===== src/common/conv6_cfg.svh =====
`ifndef CONV6_CFG_SVH
`define CONV6_CFG_SVH

// ====================
// geometry
// ====================

// image edge in pixels
`define CONV6_IMG_DIM      6
// kernel edge, 2x2 window
`define CONV6_KER_DIM      2
// kernels per set, one per load beat
`define CONV6_NUM_KERNELS  6
// window positions per edge
`define CONV6_OUT_DIM      (`CONV6_IMG_DIM - `CONV6_KER_DIM + 1)

// ====================
// widths
// ====================

// pixel and coefficient share one width
`define CONV6_PIX_W        3
// 4 x 7 x 7 = 196 max, fits
`define CONV6_RES_W        8

`endif


===== src/common/conv6_data_pkg.sv =====
`include "conv6_cfg.svh"

// data types of the convolution engine
package conv6_data_pkg;

    // ====================
    // scalars
    // ====================

    typedef logic [`CONV6_PIX_W-1:0] pixel_t;
    typedef logic [`CONV6_PIX_W-1:0] coef_t;
    typedef logic [`CONV6_RES_W-1:0] result_t;

    // ====================
    // arrays
    // ====================

    // pixel x = 0 sits in the low bits
    typedef pixel_t [`CONV6_IMG_DIM-1:0] image_row_t;
    // row y = 0 sits in the low bits
    typedef image_row_t [`CONV6_IMG_DIM-1:0] image_t;
    // k0 low, k3 high
    // k0 k1 on the upper window row, k2 k3 on the lower one
    typedef coef_t [`CONV6_KER_DIM*`CONV6_KER_DIM-1:0] kernel_t;
    typedef kernel_t [`CONV6_NUM_KERNELS-1:0] kernel_set_t;

    // one load beat, kernel in the upper bits
    typedef struct packed {
        kernel_t    kernel;
        image_row_t row;
    } beat_t;

endpackage


===== src/common/conv6_ctrl_pkg.sv =====
`include "conv6_cfg.svh"

// sequencing types of the convolution engine
package conv6_ctrl_pkg;

    // top level phase
    typedef enum logic [1:0] {
        IDLE    = 2'd0,
        LOAD    = 2'd1,
        COMPUTE = 2'd2
    } phase_e;

    // beat number or kernel number
    typedef logic [$clog2(`CONV6_NUM_KERNELS)-1:0] slot_idx_t;
    // window row or column
    typedef logic [$clog2(`CONV6_OUT_DIM)-1:0] win_idx_t;

    // one window request to the mac stage
    typedef struct packed {
        logic      valid;
        slot_idx_t kidx;
        win_idx_t  row;
        win_idx_t  col;
    } mac_cmd_t;

endpackage


===== src/verilog/conv_engine/operand_store.sv =====
`timescale 1ns/1ns
`include "conv6_cfg.svh"

module operand_store (
    input  logic                        clk,
    input  logic                        rst_n,
    input  logic                        load,
    input  conv6_ctrl_pkg::slot_idx_t   load_idx,
    input  conv6_data_pkg::beat_t       in_beat,
    output conv6_data_pkg::image_t      image,
    output conv6_data_pkg::kernel_set_t kernels
);

    // ====================
    // image rows
    // ====================

    // beat n fills row n
    // x = 0 in the low bits of the row
    // y = 0 in the low bits of the image
    always_ff @(posedge clk or negedge rst_n) begin
        if (!rst_n) begin
            image <= '0;
        end else if (load) begin
            image[load_idx] <= in_beat.row;
        end
    end

    // ====================
    // kernels
    // ====================

    // beat n fills kernel n
    // coefficient layout
    //   k0 k1
    //   k2 k3
    // k0 in the low bits
    always_ff @(posedge clk or negedge rst_n) begin
        if (!rst_n) begin
            kernels <= '0;
        end else if (load) begin
            kernels[load_idx] <= in_beat.kernel;
        end
    end

    // contents stay put through compute
    // a new set simply overwrites slot by slot

    // slots 6 and 7 do not exist
    a_load_idx: assert property (@(posedge clk) disable iff (!rst_n)
        load |-> (load_idx < `CONV6_NUM_KERNELS));

endmodule


===== src/verilog/conv_engine/window_mac.sv =====
`timescale 1ns/1ns
`include "conv6_cfg.svh"

module window_mac (
    input  logic                        clk,
    input  logic                        rst_n,
    input  conv6_ctrl_pkg::mac_cmd_t    cmd,
    input  logic                        step,
    input  conv6_data_pkg::image_t      image,
    input  conv6_data_pkg::kernel_set_t kernels,
    output logic                        out_valid,
    output conv6_data_pkg::result_t     out_data
);
    import conv6_data_pkg::*;
    import conv6_ctrl_pkg::*;

    localparam int TAPS = `CONV6_KER_DIM * `CONV6_KER_DIM;

    kernel_t                   sel_kern;
    pixel_t                    win_pix [TAPS];
    logic [2*`CONV6_PIX_W-1:0] prod [TAPS];
    result_t                   sum;
    win_idx_t                  row_nx;
    win_idx_t                  col_nx;

    // ====================
    // window select
    // ====================

    assign sel_kern = kernels[cmd.kidx];
    // lower row and right column of the window
    assign row_nx   = cmd.row + win_idx_t'(1);
    assign col_nx   = cmd.col + win_idx_t'(1);

    // same order as k0..k3
    assign win_pix[0] = image[cmd.row][cmd.col];
    assign win_pix[1] = image[cmd.row][col_nx];
    assign win_pix[2] = image[row_nx][cmd.col];
    assign win_pix[3] = image[row_nx][col_nx];

    // four 3x3 bit products, summed at 8 bits
    always_comb begin
        sum = '0;
        for (int i = 0; i < TAPS; i++) begin
            prod[i] = sel_kern[i] * win_pix[i];
            sum     = sum + result_t'(prod[i]);
        end
    end

    // ====================
    // output register
    // ====================

    // frozen while step is low
    always_ff @(posedge clk or negedge rst_n) begin
        if (!rst_n) begin
            out_valid <= 1'b0;
            out_data  <= '0;
        end else if (step) begin
            out_valid <= cmd.valid;
            out_data  <= sum;
        end
    end

    // back-pressure holds the previous result on the outputs
    a_hold_stable: assert property (@(posedge clk) disable iff (!rst_n)
        !step |=> $stable(out_valid) && $stable(out_data));

endmodule


===== src/verilog/conv6_ctrl.sv =====
`timescale 1ns/1ns
`include "conv6_cfg.svh"

module conv6_ctrl (
    input  logic                      clk,
    input  logic                      rst_n,
    input  logic                      in_valid,
    input  logic                      hold,
    output logic                      load,
    output conv6_ctrl_pkg::slot_idx_t load_idx,
    output conv6_ctrl_pkg::mac_cmd_t  cmd,
    output logic                      step
);
    import conv6_ctrl_pkg::*;

    localparam slot_idx_t LAST_SLOT = slot_idx_t'(`CONV6_NUM_KERNELS - 1);
    localparam win_idx_t  LAST_WIN  = win_idx_t'(`CONV6_OUT_DIM - 1);

    phase_e    phase_q;
    slot_idx_t beat_cnt_q;
    // result sitting in the mac output register
    logic      pend_q;
    logic      load_done;
    logic      last_win;

    // ====================
    // load side
    // ====================

    // beats during compute are dropped
    assign load      = in_valid && (phase_q != COMPUTE);
    assign load_idx  = beat_cnt_q;
    assign load_done = load && (beat_cnt_q == LAST_SLOT);

    // advance while a command or a result is in flight
    assign step = !hold && (cmd.valid || pend_q);

    // last window of the last kernel
    assign last_win = (cmd.col == LAST_WIN) && (cmd.row == LAST_WIN) &&
                      (cmd.kidx == LAST_SLOT);

    always_ff @(posedge clk or negedge rst_n) begin
        if (!rst_n) begin
            beat_cnt_q <= '0;
        end else if (load) begin
            beat_cnt_q <= load_done ? '0 : beat_cnt_q + slot_idx_t'(1);
        end
    end

    // ====================
    // phase
    // ====================

    always_ff @(posedge clk or negedge rst_n) begin
        if (!rst_n) begin
            phase_q <= IDLE;
        end else begin
            case (phase_q)
                IDLE, LOAD: begin
                    if (load_done)
                        phase_q <= COMPUTE;
                    else if (load)
                        phase_q <= LOAD;
                end
                COMPUTE: begin
                    // back to idle once the 150th command leaves
                    if (step && last_win)
                        phase_q <= IDLE;
                end
                default: phase_q <= IDLE;
            endcase
        end
    end

    // ====================
    // window iteration
    // ====================

    // column fastest, then row, then kernel
    always_ff @(posedge clk or negedge rst_n) begin
        if (!rst_n) begin
            cmd <= '0;
        end else if (load_done) begin
            // window 0 of kernel 0
            cmd <= '{valid: 1'b1, default: '0};
        end else if (step && cmd.valid) begin
            cmd.col <= (cmd.col == LAST_WIN) ? '0 : cmd.col + win_idx_t'(1);
            if (cmd.col == LAST_WIN) begin
                cmd.row <= (cmd.row == LAST_WIN) ? '0 : cmd.row + win_idx_t'(1);
                if (cmd.row == LAST_WIN)
                    cmd.kidx <= (cmd.kidx == LAST_SLOT) ? '0 : cmd.kidx + slot_idx_t'(1);
            end
            cmd.valid <= !last_win;
        end
    end

    // mirrors out_valid of the mac stage
    always_ff @(posedge clk or negedge rst_n) begin
        if (!rst_n)
            pend_q <= 1'b0;
        else if (step)
            pend_q <= cmd.valid;
    end

    // counter wraps after the sixth beat
    a_beat_cnt: assert property (@(posedge clk) disable iff (!rst_n)
        beat_cnt_q <= LAST_SLOT);

    // issued windows stay inside the image and the kernel set
    a_cmd_range: assert property (@(posedge clk) disable iff (!rst_n)
        cmd.valid |-> (cmd.row < `CONV6_OUT_DIM) && (cmd.col < `CONV6_OUT_DIM) &&
                      (cmd.kidx < `CONV6_NUM_KERNELS));

endmodule


===== src/verilog/conv6_top.sv =====
`timescale 1ns/1ns

module conv6_top (
    input  logic                    clk,
    input  logic                    rst_n,
    input  logic                    in_valid,
    input  conv6_data_pkg::beat_t   in_beat,
    input  logic                    hold,
    output logic                    out_valid,
    output conv6_data_pkg::result_t out_data
);
    import conv6_data_pkg::*;
    import conv6_ctrl_pkg::*;

    // ctrl to store
    logic        load;
    slot_idx_t   load_idx;
    // ctrl to mac
    mac_cmd_t    cmd;
    logic        step;
    // store to mac
    image_t      image;
    kernel_set_t kernels;

    // sequencing, the only block that sees hold
    conv6_ctrl i_ctrl (
        .clk      (clk),
        .rst_n    (rst_n),
        .in_valid (in_valid),
        .hold     (hold),
        .load     (load),
        .load_idx (load_idx),
        .cmd      (cmd),
        .step     (step)
    );

    // image and kernel registers
    operand_store i_store (
        .clk      (clk),
        .rst_n    (rst_n),
        .load     (load),
        .load_idx (load_idx),
        .in_beat  (in_beat),
        .image    (image),
        .kernels  (kernels)
    );

    // window select and dot product
    window_mac i_mac (
        .clk       (clk),
        .rst_n     (rst_n),
        .cmd       (cmd),
        .step      (step),
        .image     (image),
        .kernels   (kernels),
        .out_valid (out_valid),
        .out_data  (out_data)
    );

endmodule


===== config.mk =====
export PLATFORM = sky130hd
export DESIGN_NAME = conv6_top
export DESIGN_NICKNAME = d
export VERILOG_FILES = /design/src/common/conv6_data_pkg.sv /design/src/common/conv6_ctrl_pkg.sv /design/src/verilog/conv_engine/operand_store.sv /design/src/verilog/conv_engine/window_mac.sv /design/src/verilog/conv6_ctrl.sv /design/src/verilog/conv6_top.sv
export VERILOG_INCLUDE_DIRS = /design/src /design/src/common
export SDC_FILE = /design/constraint.sdc
export NUM_CORES = 1
export LEC_CHECK = 0
export ABC_AREA = 1
export BUFFER_PORTS_ARGS = -buffer_cell sky130_fd_sc_hd__buf_4
export CELL_PAD_IN_SITES_DETAIL_PLACEMENT = 1
export CELL_PAD_IN_SITES_GLOBAL_PLACEMENT = 1
export CORE_AREA = 8 8 166 285
export CTS_BUF_LIST = sky130_fd_sc_hd__clkbuf_4
export DETAILED_ROUTE_END_ITERATION = 16
export DIE_AREA = 0 0 174 293
export PLACE_DENSITY = 0.57
export SLEW_MARGIN = 40
export SYNTH_ARGS = -nofsm -noshare
export SYNTH_HDL_FRONTEND = slang
export SYNTH_HIERARCHICAL = 1
export SYNTH_SLANG_ARGS = --single-unit

===== constraint.sdc =====
create_clock -name clk -period 7.1 [get_ports clk]
set_input_delay 0.71 -clock clk [delete_from_list [all_inputs] [get_ports clk]]
set_output_delay 0.71 -clock clk [all_outputs]
set_load 0.02 [all_outputs]

* After elaboration in Yosys (flattened, before gate mapping)
Index checks and enable logic that the tools add are counted.
Widths: inputs -> output; s select.
** Word-level totals
- Bits in registers :: 204
- Bits in latches :: 0
- Memory bits (writable) :: 0
- Bits in read-only memories :: 0
- Bits of input ports :: 34
- Output and inout bits :: 9
- Logic and storage cells :: 146
- Memories :: 0
** Cells by class
- Add/subtract/negate cells :: 7
- Multipliers :: 4
- Div/mod/pow operators :: 0
- Magnitude comparators :: 7
- Eq/ne operators :: 9
- Shift operators :: 0
- Mux-type cells :: 32
- Bitwise logic cells :: 0
- Reductions and logical operators :: 19
** Operators with widths (number)
- $bmux 18 s3 :: 2
- $bwmux 108 :: 1
- $bwmux 72 :: 1
- $demux 18 s3 :: 1
- $mux 18 :: 3
- $bmux 12 s3 :: 1
- $bmux 3 s3 :: 4
- $demux 12 s3 :: 1
- $mux 3 :: 9
- $lt 3x4->1 const B :: 6
- $mul 3x3->6 :: 4
- $mux 12 :: 2
- $mux 10 :: 2
- $add 8x6->8 :: 2
- $add 3x1->3 const B :: 4
- $eq 3x3->1 const B :: 4
- $logic_and 1x1->1 :: 8
- $add 6x6->7 :: 1
- $mux 2 :: 3
- $mux 6 :: 1
- $reduce_bool 2->1 :: 3
- $pmux 2 s2 :: 1
- $reduce_and 2->1 :: 2
- $ge 3x1->1 const B :: 1
- 10 further kinds :: 11

* Logic depth before layout (Yosys ltp)
Gate-level depths: netlist of the first run.
- Depth after elaboration :: 8
- Mapped depth :: 29
- Depth with buffers taken out :: 27

* By module
Netlist of the first run, hierarchy kept.
** By module, submodules not included
- operand_store :: instances 1, cells an instance 788, area an instance 7026.7 µm², sequential area each 4504.3 µm²
- window_mac :: instances 1, cells an instance 937, area an instance 4907.2 µm², sequential area each 225.2 µm²
- conv6_ctrl :: instances 1, cells an instance 111, area an instance 922.1 µm², sequential area each 400.4 µm²

* Worst setup path before layout of the first run
No wires, ideal clock.
- Kind :: flip-flop to flip-flop
- From :: reg, netlist name i_ctrl/cmd[4]
- To :: reg i_mac.out_data[6]
- Library setup time :: 0.136 ns
- Arrival :: 5.319 ns
- Data required time :: 6.964 ns
- Path slack :: 1.645 ns
- Cell stages (with the launch flop) :: 30
- Clock period less this slack :: 5.455 ns
- Cell sequence :: dfrtp_1 -> ha_1 -> buf_2 -> clkinv_1 -> buf_2 -> nand2_1 -> nand3_1 -> nand2_1 -> nand2_1 -> nand3_1 -> nand3_1 -> nand2_1 -> nand2_1 -> nand2_1 -> nand2_1 -> fa_1 -> fa_1 -> inv_1 -> fa_1 -> inv_1 -> fa_1 -> inv_1 -> ha_1 -> ha_1 -> fa_1 -> a21oi_1 -> nor2_1 -> nor2_1 -> xor2_1 -> o21ai_0
** On the way
- Cells in the longest elaborated chain, start to end :: 8
** RTL lines
- $bmux 18 s3 or $add 3x1->3 (tied branches) :: RTL line window_mac.sv:36, window_mac.sv:37, window_mac.sv:32
- $mux 18 (not written as such) or $bmux 18 s3 (tied branches)
- $bmux 3 s3 (tied with other cells) :: RTL line window_mac.sv:36 : assign win_pix[0] = image[cmd.row][cmd.col];
- $mux 3 (not written as such) (tied with other cells) :: RTL line window_mac.sv:36
- $mul 3x3->6 or $mux 3 (tied branches) :: RTL line window_mac.sv:45, window_mac.sv:38
- $add 6x6->7 or $mul 3x3->6 (tied branches) :: RTL line window_mac.sv:46, window_mac.sv:45
- $add 8x6->8 :: RTL line window_mac.sv:46 : sum = sum + result_t'(prod[i]);
- $add 8x6->8 (*) :: RTL line window_mac.sv:46
- to (signal assigned) :: RTL line window_mac.sv:61 : out_data <= sum;
- to (decl) :: RTL line window_mac.sv:12 : output conv6_data_pkg::result_t out_data
Every way passes the cells marked *; elsewhere a longest branch is shown, timed or not. The select of a mux whose other input is x is not followed.
A chain may end at the register's enable or synchronous reset.

* Final worst setup path of the first run
- From :: reg, netlist name i_ctrl/cmd[5]
- To :: reg i_mac.out_data[6]
** On the way
- Cells in the longest elaborated chain, start to end :: 8
** RTL lines (RTL line)
- $bmux 18 s3 or $add 3x1->3 (tied branches) :: window_mac.sv:36, window_mac.sv:37, window_mac.sv:32
- $mux 18 (not written as such) or $bmux 18 s3 (tied branches)
- $bmux 3 s3 (tied with other cells) :: window_mac.sv:36
- $mux 3 (not written as such) (tied with other cells) :: window_mac.sv:36
- $mul 3x3->6 or $mux 3 (tied branches) :: window_mac.sv:45, window_mac.sv:38
- $add 6x6->7 or $mul 3x3->6 (tied branches) :: window_mac.sv:46, window_mac.sv:45
- $add 8x6->8 :: window_mac.sv:46
- $add 8x6->8 (*) :: window_mac.sv:46
Marks and branches as above.

==> metrics, run 1 <==
CP bufs+invs=4; post-route cell area=0.0144 mm²; top_reg_cell synth=dfrtp_1; clk root buf=clkbuf_4; Post-Syn Nets=1923; Total GRT Usage=20.4%; CTS buffer count=56; Post-synth ARST share=100%; Arr. time, crit path=7.03 ns; dpl hpwl=35600 µm; Global Route met1 Usage=21.0%; Final Hold Vio Count=0; max-cap check violation count=0; IO Count=43; cell area after synthesis=0.0129 mm²; Worst Path Required=7.70 ns; commonest cells after routing, fill and taps aside=nand2_1, nand3_1, dfrtp_1; Yosys reg bits=205; CORE AREA=0.0432 mm²; chip width=174 µm; Starting DRT DRC Count=593; internal reg-to-reg setup slack=0.67 ns; gpl congestion=0.862; outcome=finished clean; Initial Util=29.7%; CTS tree=done; final core utilization=33.3%; Max Fclk=156 MHz; EDFF count, synth=0; Final Max Tran Viols=0; hold wc startpoint=hold; first-pass GRT wire length=80900 µm; Routed Antenna Nets=0; min Tclk post-route=6.43 ns; launching point of the worst reg2reg path=i_ctrl/cmd[5]; met2 usage=40.2%; commonest non-fill, non-tap cell in the layout=nand2_1; clk_skew=0.0827 ns; H-Tree Depth=2; layout cells sized above 1=10.5%; DR vias=12.5k; r2r endpoint=i_mac/out_data[6]; Critical Path Source Type=flop; Most common cell on crit path=fa_1; setup violators final=0; GR Layer Usage met3=2.26%; CP endpoint kind=flop; buffer levels on the longest clock path=3; CP Max Fanout=19; setup TNS=0 ns; # rows=101; post-layout net count=1962; DRT Pass-1 Iters=4; die area=0.0510 mm²; Die H=293 µm; pin count of the biggest net entering global routing=70; global route overflow=0; CTS resizes=0; Mapped Avg Cell Area=7.00 µm²; WHS Path Cells=3; unrepaired setup endpoints after global routing=no; Hold WS=0.194 ns; Slew HR=45.9%; Post-CTS Setup Inserts=0; Synth-to-Final Area Change=11.8%; Worst Reg-to-Reg Cells=24; worst skew pair latency=0.77 ns; CP top delay family=adder cells; Cells after Synth=1836; Avg WL per Cell=20.9 µm; Worst-Margin Slew=0.803 ns; Setup CP Type=flop to flop; drt via density=5.05; count of cell types in the netlist=37; yosys warns=6; hold worst-path end=i_ctrl/pend_q; CTS sink count=205; Filler cells=5471; placed cell area=0.0138 mm²; Residual DRC=0; Clock transition at path regs=0.06 ns; hold crit path type=input port to flop; Port Buf Inserts=42; Seq/Total Area, Yosys=39.9%; vias in the first global route=13.6k; busiest grt layer=met2; Cell Chain, Critical Path=inv_2 > nor2_4 > o211ai_1 > nand3_1 > nand3_1 > nand2_1 > nand2_1 > nand2_1 > nand2_1 > fa_1 > fa_1 > inv_1 > fa_1 > inv_1 > fa_1 > inv_1 > ha_1 > ha_1 > fa_1 > a21oi_1 > nor2_1 > nor2_1 > xor2_1 > o21ai_0; routed wire length=51400 µm; crit-path max cell delay=0.62 ns; period utilisation layout=90.5%; initial antenna violation count=1; slowest CP cell=nor2_4
==> tightest hold or removal path: cells and delay by family <==
family,cells,cell delay [ns]
buffers and inverters,1,0.09
and+or+nand+nor,2,0.10
==> metal layers <==
metal  up-vias  routed length [µm]
met5         -                   0
met2       216               28700
met4         0                2330
li1       5919                   -
met1      6194               19000
met3       121                1340
==> logic make-up after synthesis <==
group,Yosys count,share of synthesized area (%)
adders and majority gates,53,6.62
muxes,1,0.0779
buffers and inverters,271,8.89
DFF,205,39.9
and+or+nand+nor,1128,36.5
xor gates and xnor gates,7,0.535
AOI/OAI and AO/OA,171,7.48
==> worst max-delay path by stage <==
stage | start | to | slack (ns) | cells past startpoint
3_3_place_gp | i_ctrl/cmd[5] | i_mac/out_data[6] | 0.60 | 24
3_5_place_dp | i_ctrl/cmd[5] | i_mac/out_data[6] | 0.55 | 24
4_1_cts | i_ctrl/cmd[5] | i_mac/out_data[6] | 0.60 | 24
5_1_grt | i_ctrl/cmd[5] | i_mac/out_data[6] | 0.36 | 24
2_1_floorplan | i_ctrl/cmd[4] | i_mac/out_data[6] | 1.64 | 29
6_report | i_ctrl/cmd[5] | i_mac/out_data[6] | 0.67 | 24
==> sequential cells by signal (all words and copies together) (netlist names) <==
register	cells
i_store/image	108
i_store/kernels	72
i_ctrl/cmd	10
i_mac/out_data	8
i_ctrl/load_idx	3
i_ctrl/phase_q	2
i_ctrl/pend_q	1
i_mac/out_valid	1
==> cells in the mapped netlist, drive strengths merged (15+ instances only) <==
library cell  instances  area [µm²]
o211ai               15         113
inv                 165         619
clkbuf               30         113
nand3               289        1460
buf                  74         403
fa                   25         500
a21oi                44         220
ha                   28         350
o21ai                85         429
nand2               756        2860
dfrtp               205        5130
nor2                 72         305
==> area by class of cell <==
class | count | area (µm²) | share of cell area (%)
Tap cell | 566 | 708 | 4.93
Inverter | 167 | 627 | 4.36
Timing Repair Buffer | 85 | 684 | 4.76
Multi-Input combinational cell | 1360 | 6620 | 46.0
Antenna cell | 1 | 2.50 | 0.0174
Clock inverter | 9 | 71.3 | 0.496
Sequential cell | 205 | 5130 | 35.7
Clock buffer | 71 | 533 | 3.71
==> metrics by stage <==
stage | setup WS [ns] | cells
detailed placement | 0.551 | 2382
floorplan | 1.64 | 1836
global route | 0.364 | 2464
global placement | 0.604 | 2381
CTS | 0.604 | 2463
finish | 0.673 | 2464
==> what timing repair did <==
item                                   4_1_cts  5_1_grt
endpoints found under the hold margin       36        0
setup endpoints to repair                    0        0
hold buffers                                 1        0
Power of run 1 is left out: the tool's default activity adds up to more than one toggle a clock period on the data nets, which glitch-free logic cannot reach.
==> run 2: changes to the inputs <==
Settings changed: ABC_AREA 1 to unset, BUFFER_PORTS_ARGS -buffer_cell sky130_fd_sc_hd__buf_4 to unset, CORE_AREA 8 8 166 285 to 8 8 163 281, CTS_BUF_LIST sky130_fd_sc_hd__clkbuf_4 to unset, DIE_AREA 0 0 174 293 to 0 0 171 289, DONT_BUFFER_PORTS set to 1, PLACE_DENSITY 0.57 to 0.51.
==> run 2 against run 1 <==
  * Worst hold slack worse by 0.099 ns
  * Synthesized cell count shrank 45%
  * Global-route usage is 4.8 points lower
  * Clock skew is 0.066 ns lower
  * Critical path type unchanged
  * Final cell count down 36%
  * Clock-buffer cell count shrank 38
  * Sequential share of layout area increased by 1.4 points
  * Setup slack worse by 0.26 ns
  * First-iteration DRC count fell by 52%
  * Area after synthesis shrank 3.5%
  * Register-to-register slack worse by 0.26 ns
==> metrics, run 2 <==
outcome=finished clean; max-cap check violation count=0; CTS tree=done; CP Max Fanout=22; Final Max Tran Viols=0; Total GRT Usage=15.6%; min Tclk post-route=6.69 ns; Clock transition at path regs=0.07 ns; IO Count=43; top cells by area, synth=dfrtp_1, mux2_2, mux4_2; gpl congestion=0.849; top flop regs=i_store/image x108, i_store/kernels x72, i_ctrl/cmd x10; global route overflow=0; Post-Layout Cell Count=1576; Die H=289 µm; DR vias=8195; Most flops, register=i_store/image; cell area after synthesis=0.0124 mm²; worst skew pair latency=0.53 ns; pin count of the biggest net entering global routing=206; CTS resizes=0; Post-synth ARST share=100%; first-pass GRT wire length=58000 µm; clk_skew=0.0167 ns; Cells after Synth=1001; layout cells sized above 1=33.3%; commonest cells after routing, fill and taps aside=mux2_2, dfrtp_1, nand2_1; Port Buf Inserts=0; EDFF count, synth=0; Max Fclk=150 MHz; Final Hold Vio Count=0; Seq/Total Area, Yosys=41.3%; CTS buffer count=22; max reg flops=108; yosys warns=6; Residual DRC=0; top_reg_cell synth=dfrtp_1; # rows=100; die area=0.0494 mm²; Yosys reg bits=205; setup TNS=0 ns; CTS sink count=205; Setup CP Type=flop to flop; routed wire length=37200 µm; Slew HR=43.0%; period utilisation layout=94.2%; n_diodes=0; Worst-Margin Slew=0.846 ns; drt via density=5.20; biggest area consumer among synthesized cells=dfrtp_1; count of cell types in the netlist=64; clk root buf=clkbuf_16; Post-CTS Setup Inserts=0; DRT Pass-1 Iters=4; Yosys top cell area share=41.3%; chip width=171 µm; Filler cells=4593; hold crit path type=input port to asynchronous set/reset pin; commonest non-fill, non-tap cell in the layout=mux2_2; Arr. time, crit path=7.11 ns; post-layout net count=1086; Post-Syn Nets=1088; Post-synth top cells=dfrtp_1, mux2_2, nand2_1; Starting DRT DRC Count=283; Initial Util=29.5%; Avg WL per Cell=23.6 µm; placed cell count=1534; Hold WS=0.0947 ns; CORE AREA=0.0420 mm²; H-Tree Depth=1; buffer levels on the longest clock path=3; placed cell area=0.0130 mm²; Routed Antenna Nets=0; post-route cell area=0.0138 mm²; CP endpoint kind=flop; Critical Path Source Type=flop; vias in the first global route=9185; setup violators final=0; dpl hpwl=26600 µm; unrepaired setup endpoints after global routing=no; Synth-to-Final Area Change=11.6%; Worst Path Required=7.52 ns; initial antenna violation count=0; Mapped Avg Cell Area=12.4 µm²
run 2: final cells by class:
type                       instances  area, µm²  area share, %
clock inverter                     7        164           1.18
inverter                          52        195           1.41
sequential                       205       5130           37.1
timing repair buffer              32        297           2.14
tap                              561        702           5.07
clock buffer                      33        653           4.72
multi-input combinational        686       6700           48.4
run 2: worst paths after layout:
path | startpoint | end | slack [ns] | cells after the start
worst min-delay path | rst_n | i_ctrl/load_idx[1] | 0.09 | 1
worst max-delay path | i_ctrl/cmd[3] | i_mac/out_data[6] | 0.41 | 21
max in group asynchronous | rst_n | i_store/image[23] | 6.00 | 2
worst min register to register | i_ctrl/phase_q[1] | i_ctrl/phase_q[0] | 0.50 | 1
worst max register to register | i_ctrl/cmd[3] | i_mac/out_data[6] | 0.41 | 21
min in group clk | in_valid | i_ctrl/phase_q[0] | 0.29 | 1
run 2: worst max-delay path, stage by stage (launching register included):
cell and delay (ns):
dfrtp_4 0.50, ha_2 0.73, buf_4 0.36, mux4_2 0.53
nand2_1 0.10, a221oi_1 0.07, or3_1 0.38, nand3_1 0.12
fa_1 0.43, fa_1 0.50, inv_1 0.06, fa_1 0.53
inv_1 0.05, fa_1 0.52, inv_1 0.04, ha_1 0.29
ha_1 0.23, fa_1 0.42, a21o_1 0.20, a21oi_1 0.17
xnor2_1 0.08, mux2_2 0.26
run 2: kinds of logic (layout without fill, tap and decap cells):
family | after synthesis | in the layout | synth area share, %
multiplexers | 309 | 309 | 30.9
flip-flops | 205 | 205 | 41.3
AND/OR/NAND/NOR | 168 | 168 | 6.90
AO/OA/AOI/OAI | 149 | 149 | 8.68
buffers and inverters | 110 | 124 | 4.71
adder cells (fa/ha/maj) | 53 | 53 | 6.85
XOR/XNOR | 7 | 7 | 0.615
run 2: through the flow:
step | worst slack (ns) | util [%]
after floorplan | 1.05 | -
after global placement | 0.422 | 30.8
after detailed placement | 0.335 | 30.9
after CTS | 0.333 | 32.9
after global routing | 0.0480 | 32.9
final | 0.411 | 32.9
run 2: what timing repair did:
action	4_1_cts	5_1_grt
endpoints found under the setup margin	0	0
hold buffers	1	0
endpoints found under the hold margin	205	0
run 2: per-layer routing:
layer  GRT usage [%]  routed length [µm]  share of wire [%]
met1            15.5               13000                 35
met2            30.7               21200                 57
met3            2.47                1420                3.8
met4            6.81                1550                4.2
met5               0                   0                  0
Power of run 2 is left out for the same reason.
==> run 3: changes to the inputs <==
Settings changed: CORE_AREA 8 8 163 281 to 8 8 163 280, DIE_AREA 0 0 171 289 to 0 0 171 288, SYNTH_HIERARCHICAL 1 to unset.
==> run 3 against run 2 <==
  * Critical path depth down 3
  * Final area down 0.91%
  * Highest routed layer unchanged
  * Clock-buffer cell count unchanged
  * Global-route usage about the same
  * Register-to-register slack better by 0.09 ns
  * First-iteration DRC count up 27%
  * Non-clock buffer count up 4
==> metrics, run 3 <==
Port Buf Inserts=0; drt via density=5.23; commonest cells after routing, fill and taps aside=mux2_2, dfrtp_1, nand2_1; cell area after synthesis=0.0123 mm²; Post-synth ARST share=100%; Synth Area in Compound Gates=10.3%; internal reg-to-reg setup slack=0.50 ns; Placement Setup Slack=0.432 ns; setup TNS=0 ns; Post-synth top cells=dfrtp_1, mux2_2, nand2_1; Critical Path Source Type=flop; Worst Reg-to-Reg Cells=18; Yosys reg bits=204; top cells by area, synth=dfrtp_1, mux2_2, mux4_2; top-count cell post-synth=dfrtp_1; routed wire length=37300 µm; Mapped Avg Cell Area=12.2 µm²; first-pass GRT wire length=57900 µm; max reg flops=108; r2r endpoint=i_mac.out_data[7]; Die H=288 µm; CTS sink count=204; DRT Pass-1 Iters=4; max-cap check violation count=0; CTS tree=done; n_diodes=0; biggest area consumer among synthesized cells=dfrtp_1; dpl hpwl=27600 µm; CORE AREA=0.0416 mm²; yosys warns=0; Synth Area in Simple Gates=5.59%; Worst Path Required=7.50 ns; unrepaired setup endpoints after global routing=no; Arr. time, crit path=6.99 ns; Most flops, register=i_store.image; Worst-Margin Slew=0.823 ns; gpl congestion=0.874; Final Hold Vio Count=0; setup violators final=0; Slew HR=44.9%; commonest non-fill, non-tap cell in the layout=mux2_2; Residual DRC=0; count of cell types in the netlist=70; top_reg_cell synth=dfrtp_1; Seq/Total Area, Yosys=41.4%; EDFF count, synth=0; worst skew pair latency=0.54 ns; synthesized-area fraction occupied by adder cells=6.82%; DR vias=8252; CP endpoint kind=flop; CTS buffer count=23; Clock transition at path regs=0.06 ns; post-synthesis mux area share=30.2%; IO Count=43; Routed Antenna Nets=0; CP bufs+invs=2; placed cell count=1536; initial antenna violation count=1; H-Tree Depth=1; Post-Synth XOR/XNOR Area=0.700%; Max Fclk=152 MHz; Most common cell on crit path=fa_1; global route overflow=0; layout cells sized above 1=31.6%; slowest CP cell=xnor2_2; clk root buf=clkbuf_16; Cells after Synth=1012; largest family of logic cells by synthesized area=multiplexers; final worst setup slack=0.502 ns; Setup CP Type=flop to flop; Synth-to-Final Area Change=11.3%; hold crit path type=input port to asynchronous set/reset pin; pin count of the biggest net entering global routing=205; Starting DRT DRC Count=360; die area=0.0492 mm²; min Tclk post-route=6.60 ns; Avg WL per Cell=23.6 µm; # rows=99; clk_skew=0.0195 ns; CP top delay family=adder cells; post-layout net count=1096; Post-Syn Nets=1100; buffer levels on the longest clock path=3; CP Max Fanout=22; chip width=171 µm; outcome=finished clean; Yosys top cell area share=41.4%; period utilisation layout=92.9%; vias in the first global route=9221; Initial Util=29.6%; Post-Layout Cell Count=1578; launching point of the worst reg2reg path=i_ctrl.cmd[3]; CTS resizes=0; crit-path max cell delay=0.67 ns; top flop regs=i_store.image x108, i_store.kernels x72, i_ctrl.cmd x10; Final Max Tran Viols=0; Cell Chain, Critical Path=ha_1 > xnor2_2 > buf_4 > nand2_1 > a221oi_2 > a211oi_1 > or3b_1 > fa_1 > fa_1 > fa_1 > fa_1 > inv_1 > fa_1 > a21o_1 > a21oi_1 > o21bai_1 > a21oi_1 > o21ai_0; Total GRT Usage=15.5%
[run 3: final cells by class]
cell class / count / area, µm²
Inverter: 56 / 210
Clock buffer: 33 / 663
Fill cell: 4609 / 27900
Tap cell: 555 / 694
Multi-Input combinational cell: 687 / 6630
Sequential cell: 204 / 5110
Clock inverter: 7 / 76.3
Timing Repair Buffer: 36 / 335
[run 3: per-layer routing]
layer  track usage [%]  share of wire [%]  routed length [µm]
met2              30.1                 56               20800
met3              2.32                3.9                1440
met5                 0                  0                   0
met1              16.3                 37               13700
met4              5.87                3.6                1350
[run 3: metrics by stage]
stage / hold slack (ns) / util, % / cell area (µm²)
after CTS: 0.279 / 32.9 / 13700
final: 0.131 / 33.0 / 13700
after global placement: 0.431 / 31.0 / 12900
after global routing: 0.141 / 33.0 / 13700
after detailed placement: 0.432 / 31.0 / 12900
after floorplan: 0.411 / - / 12300
[run 3: repair_timing]
item,CTS,global route
setup endpoints to repair,0,0
endpoints found under the hold margin,204,0
hold buffers,1,0
buffers inserted,0,0
[run 3: logic make-up (layout without fill, tap and decap cells)]
family,count (synthesis),in the layout
flip-flops,204,204
XOR/XNOR,9,9
AO/OA/AOI/OAI,173,173
multiplexers,300,300
AND/OR/NAND/NOR,151,151
adder cells (fa/ha/maj),54,54
buffers and inverters,121,132
[run 3: how the worst max path moves through the flow]
stage | from | end | slack [ns] | cells past startpoint
finish | i_ctrl.cmd[3] | i_mac.out_data[7] | 0.50 | 18
global route | i_ctrl.cmd[3] | i_mac.out_data[7] | 0.13 | 18
CTS | i_ctrl.cmd[3] | i_mac.out_data[7] | 0.44 | 18
detailed placement | i_ctrl.cmd[3] | i_mac.out_data[7] | 0.43 | 18
global placement | i_ctrl.cmd[3] | i_mac.out_data[7] | 0.43 | 18
floorplan | i_ctrl.cmd[0] | i_mac.out_data[7] | 1.05 | 21
Power of run 3 is left out for the same reason.
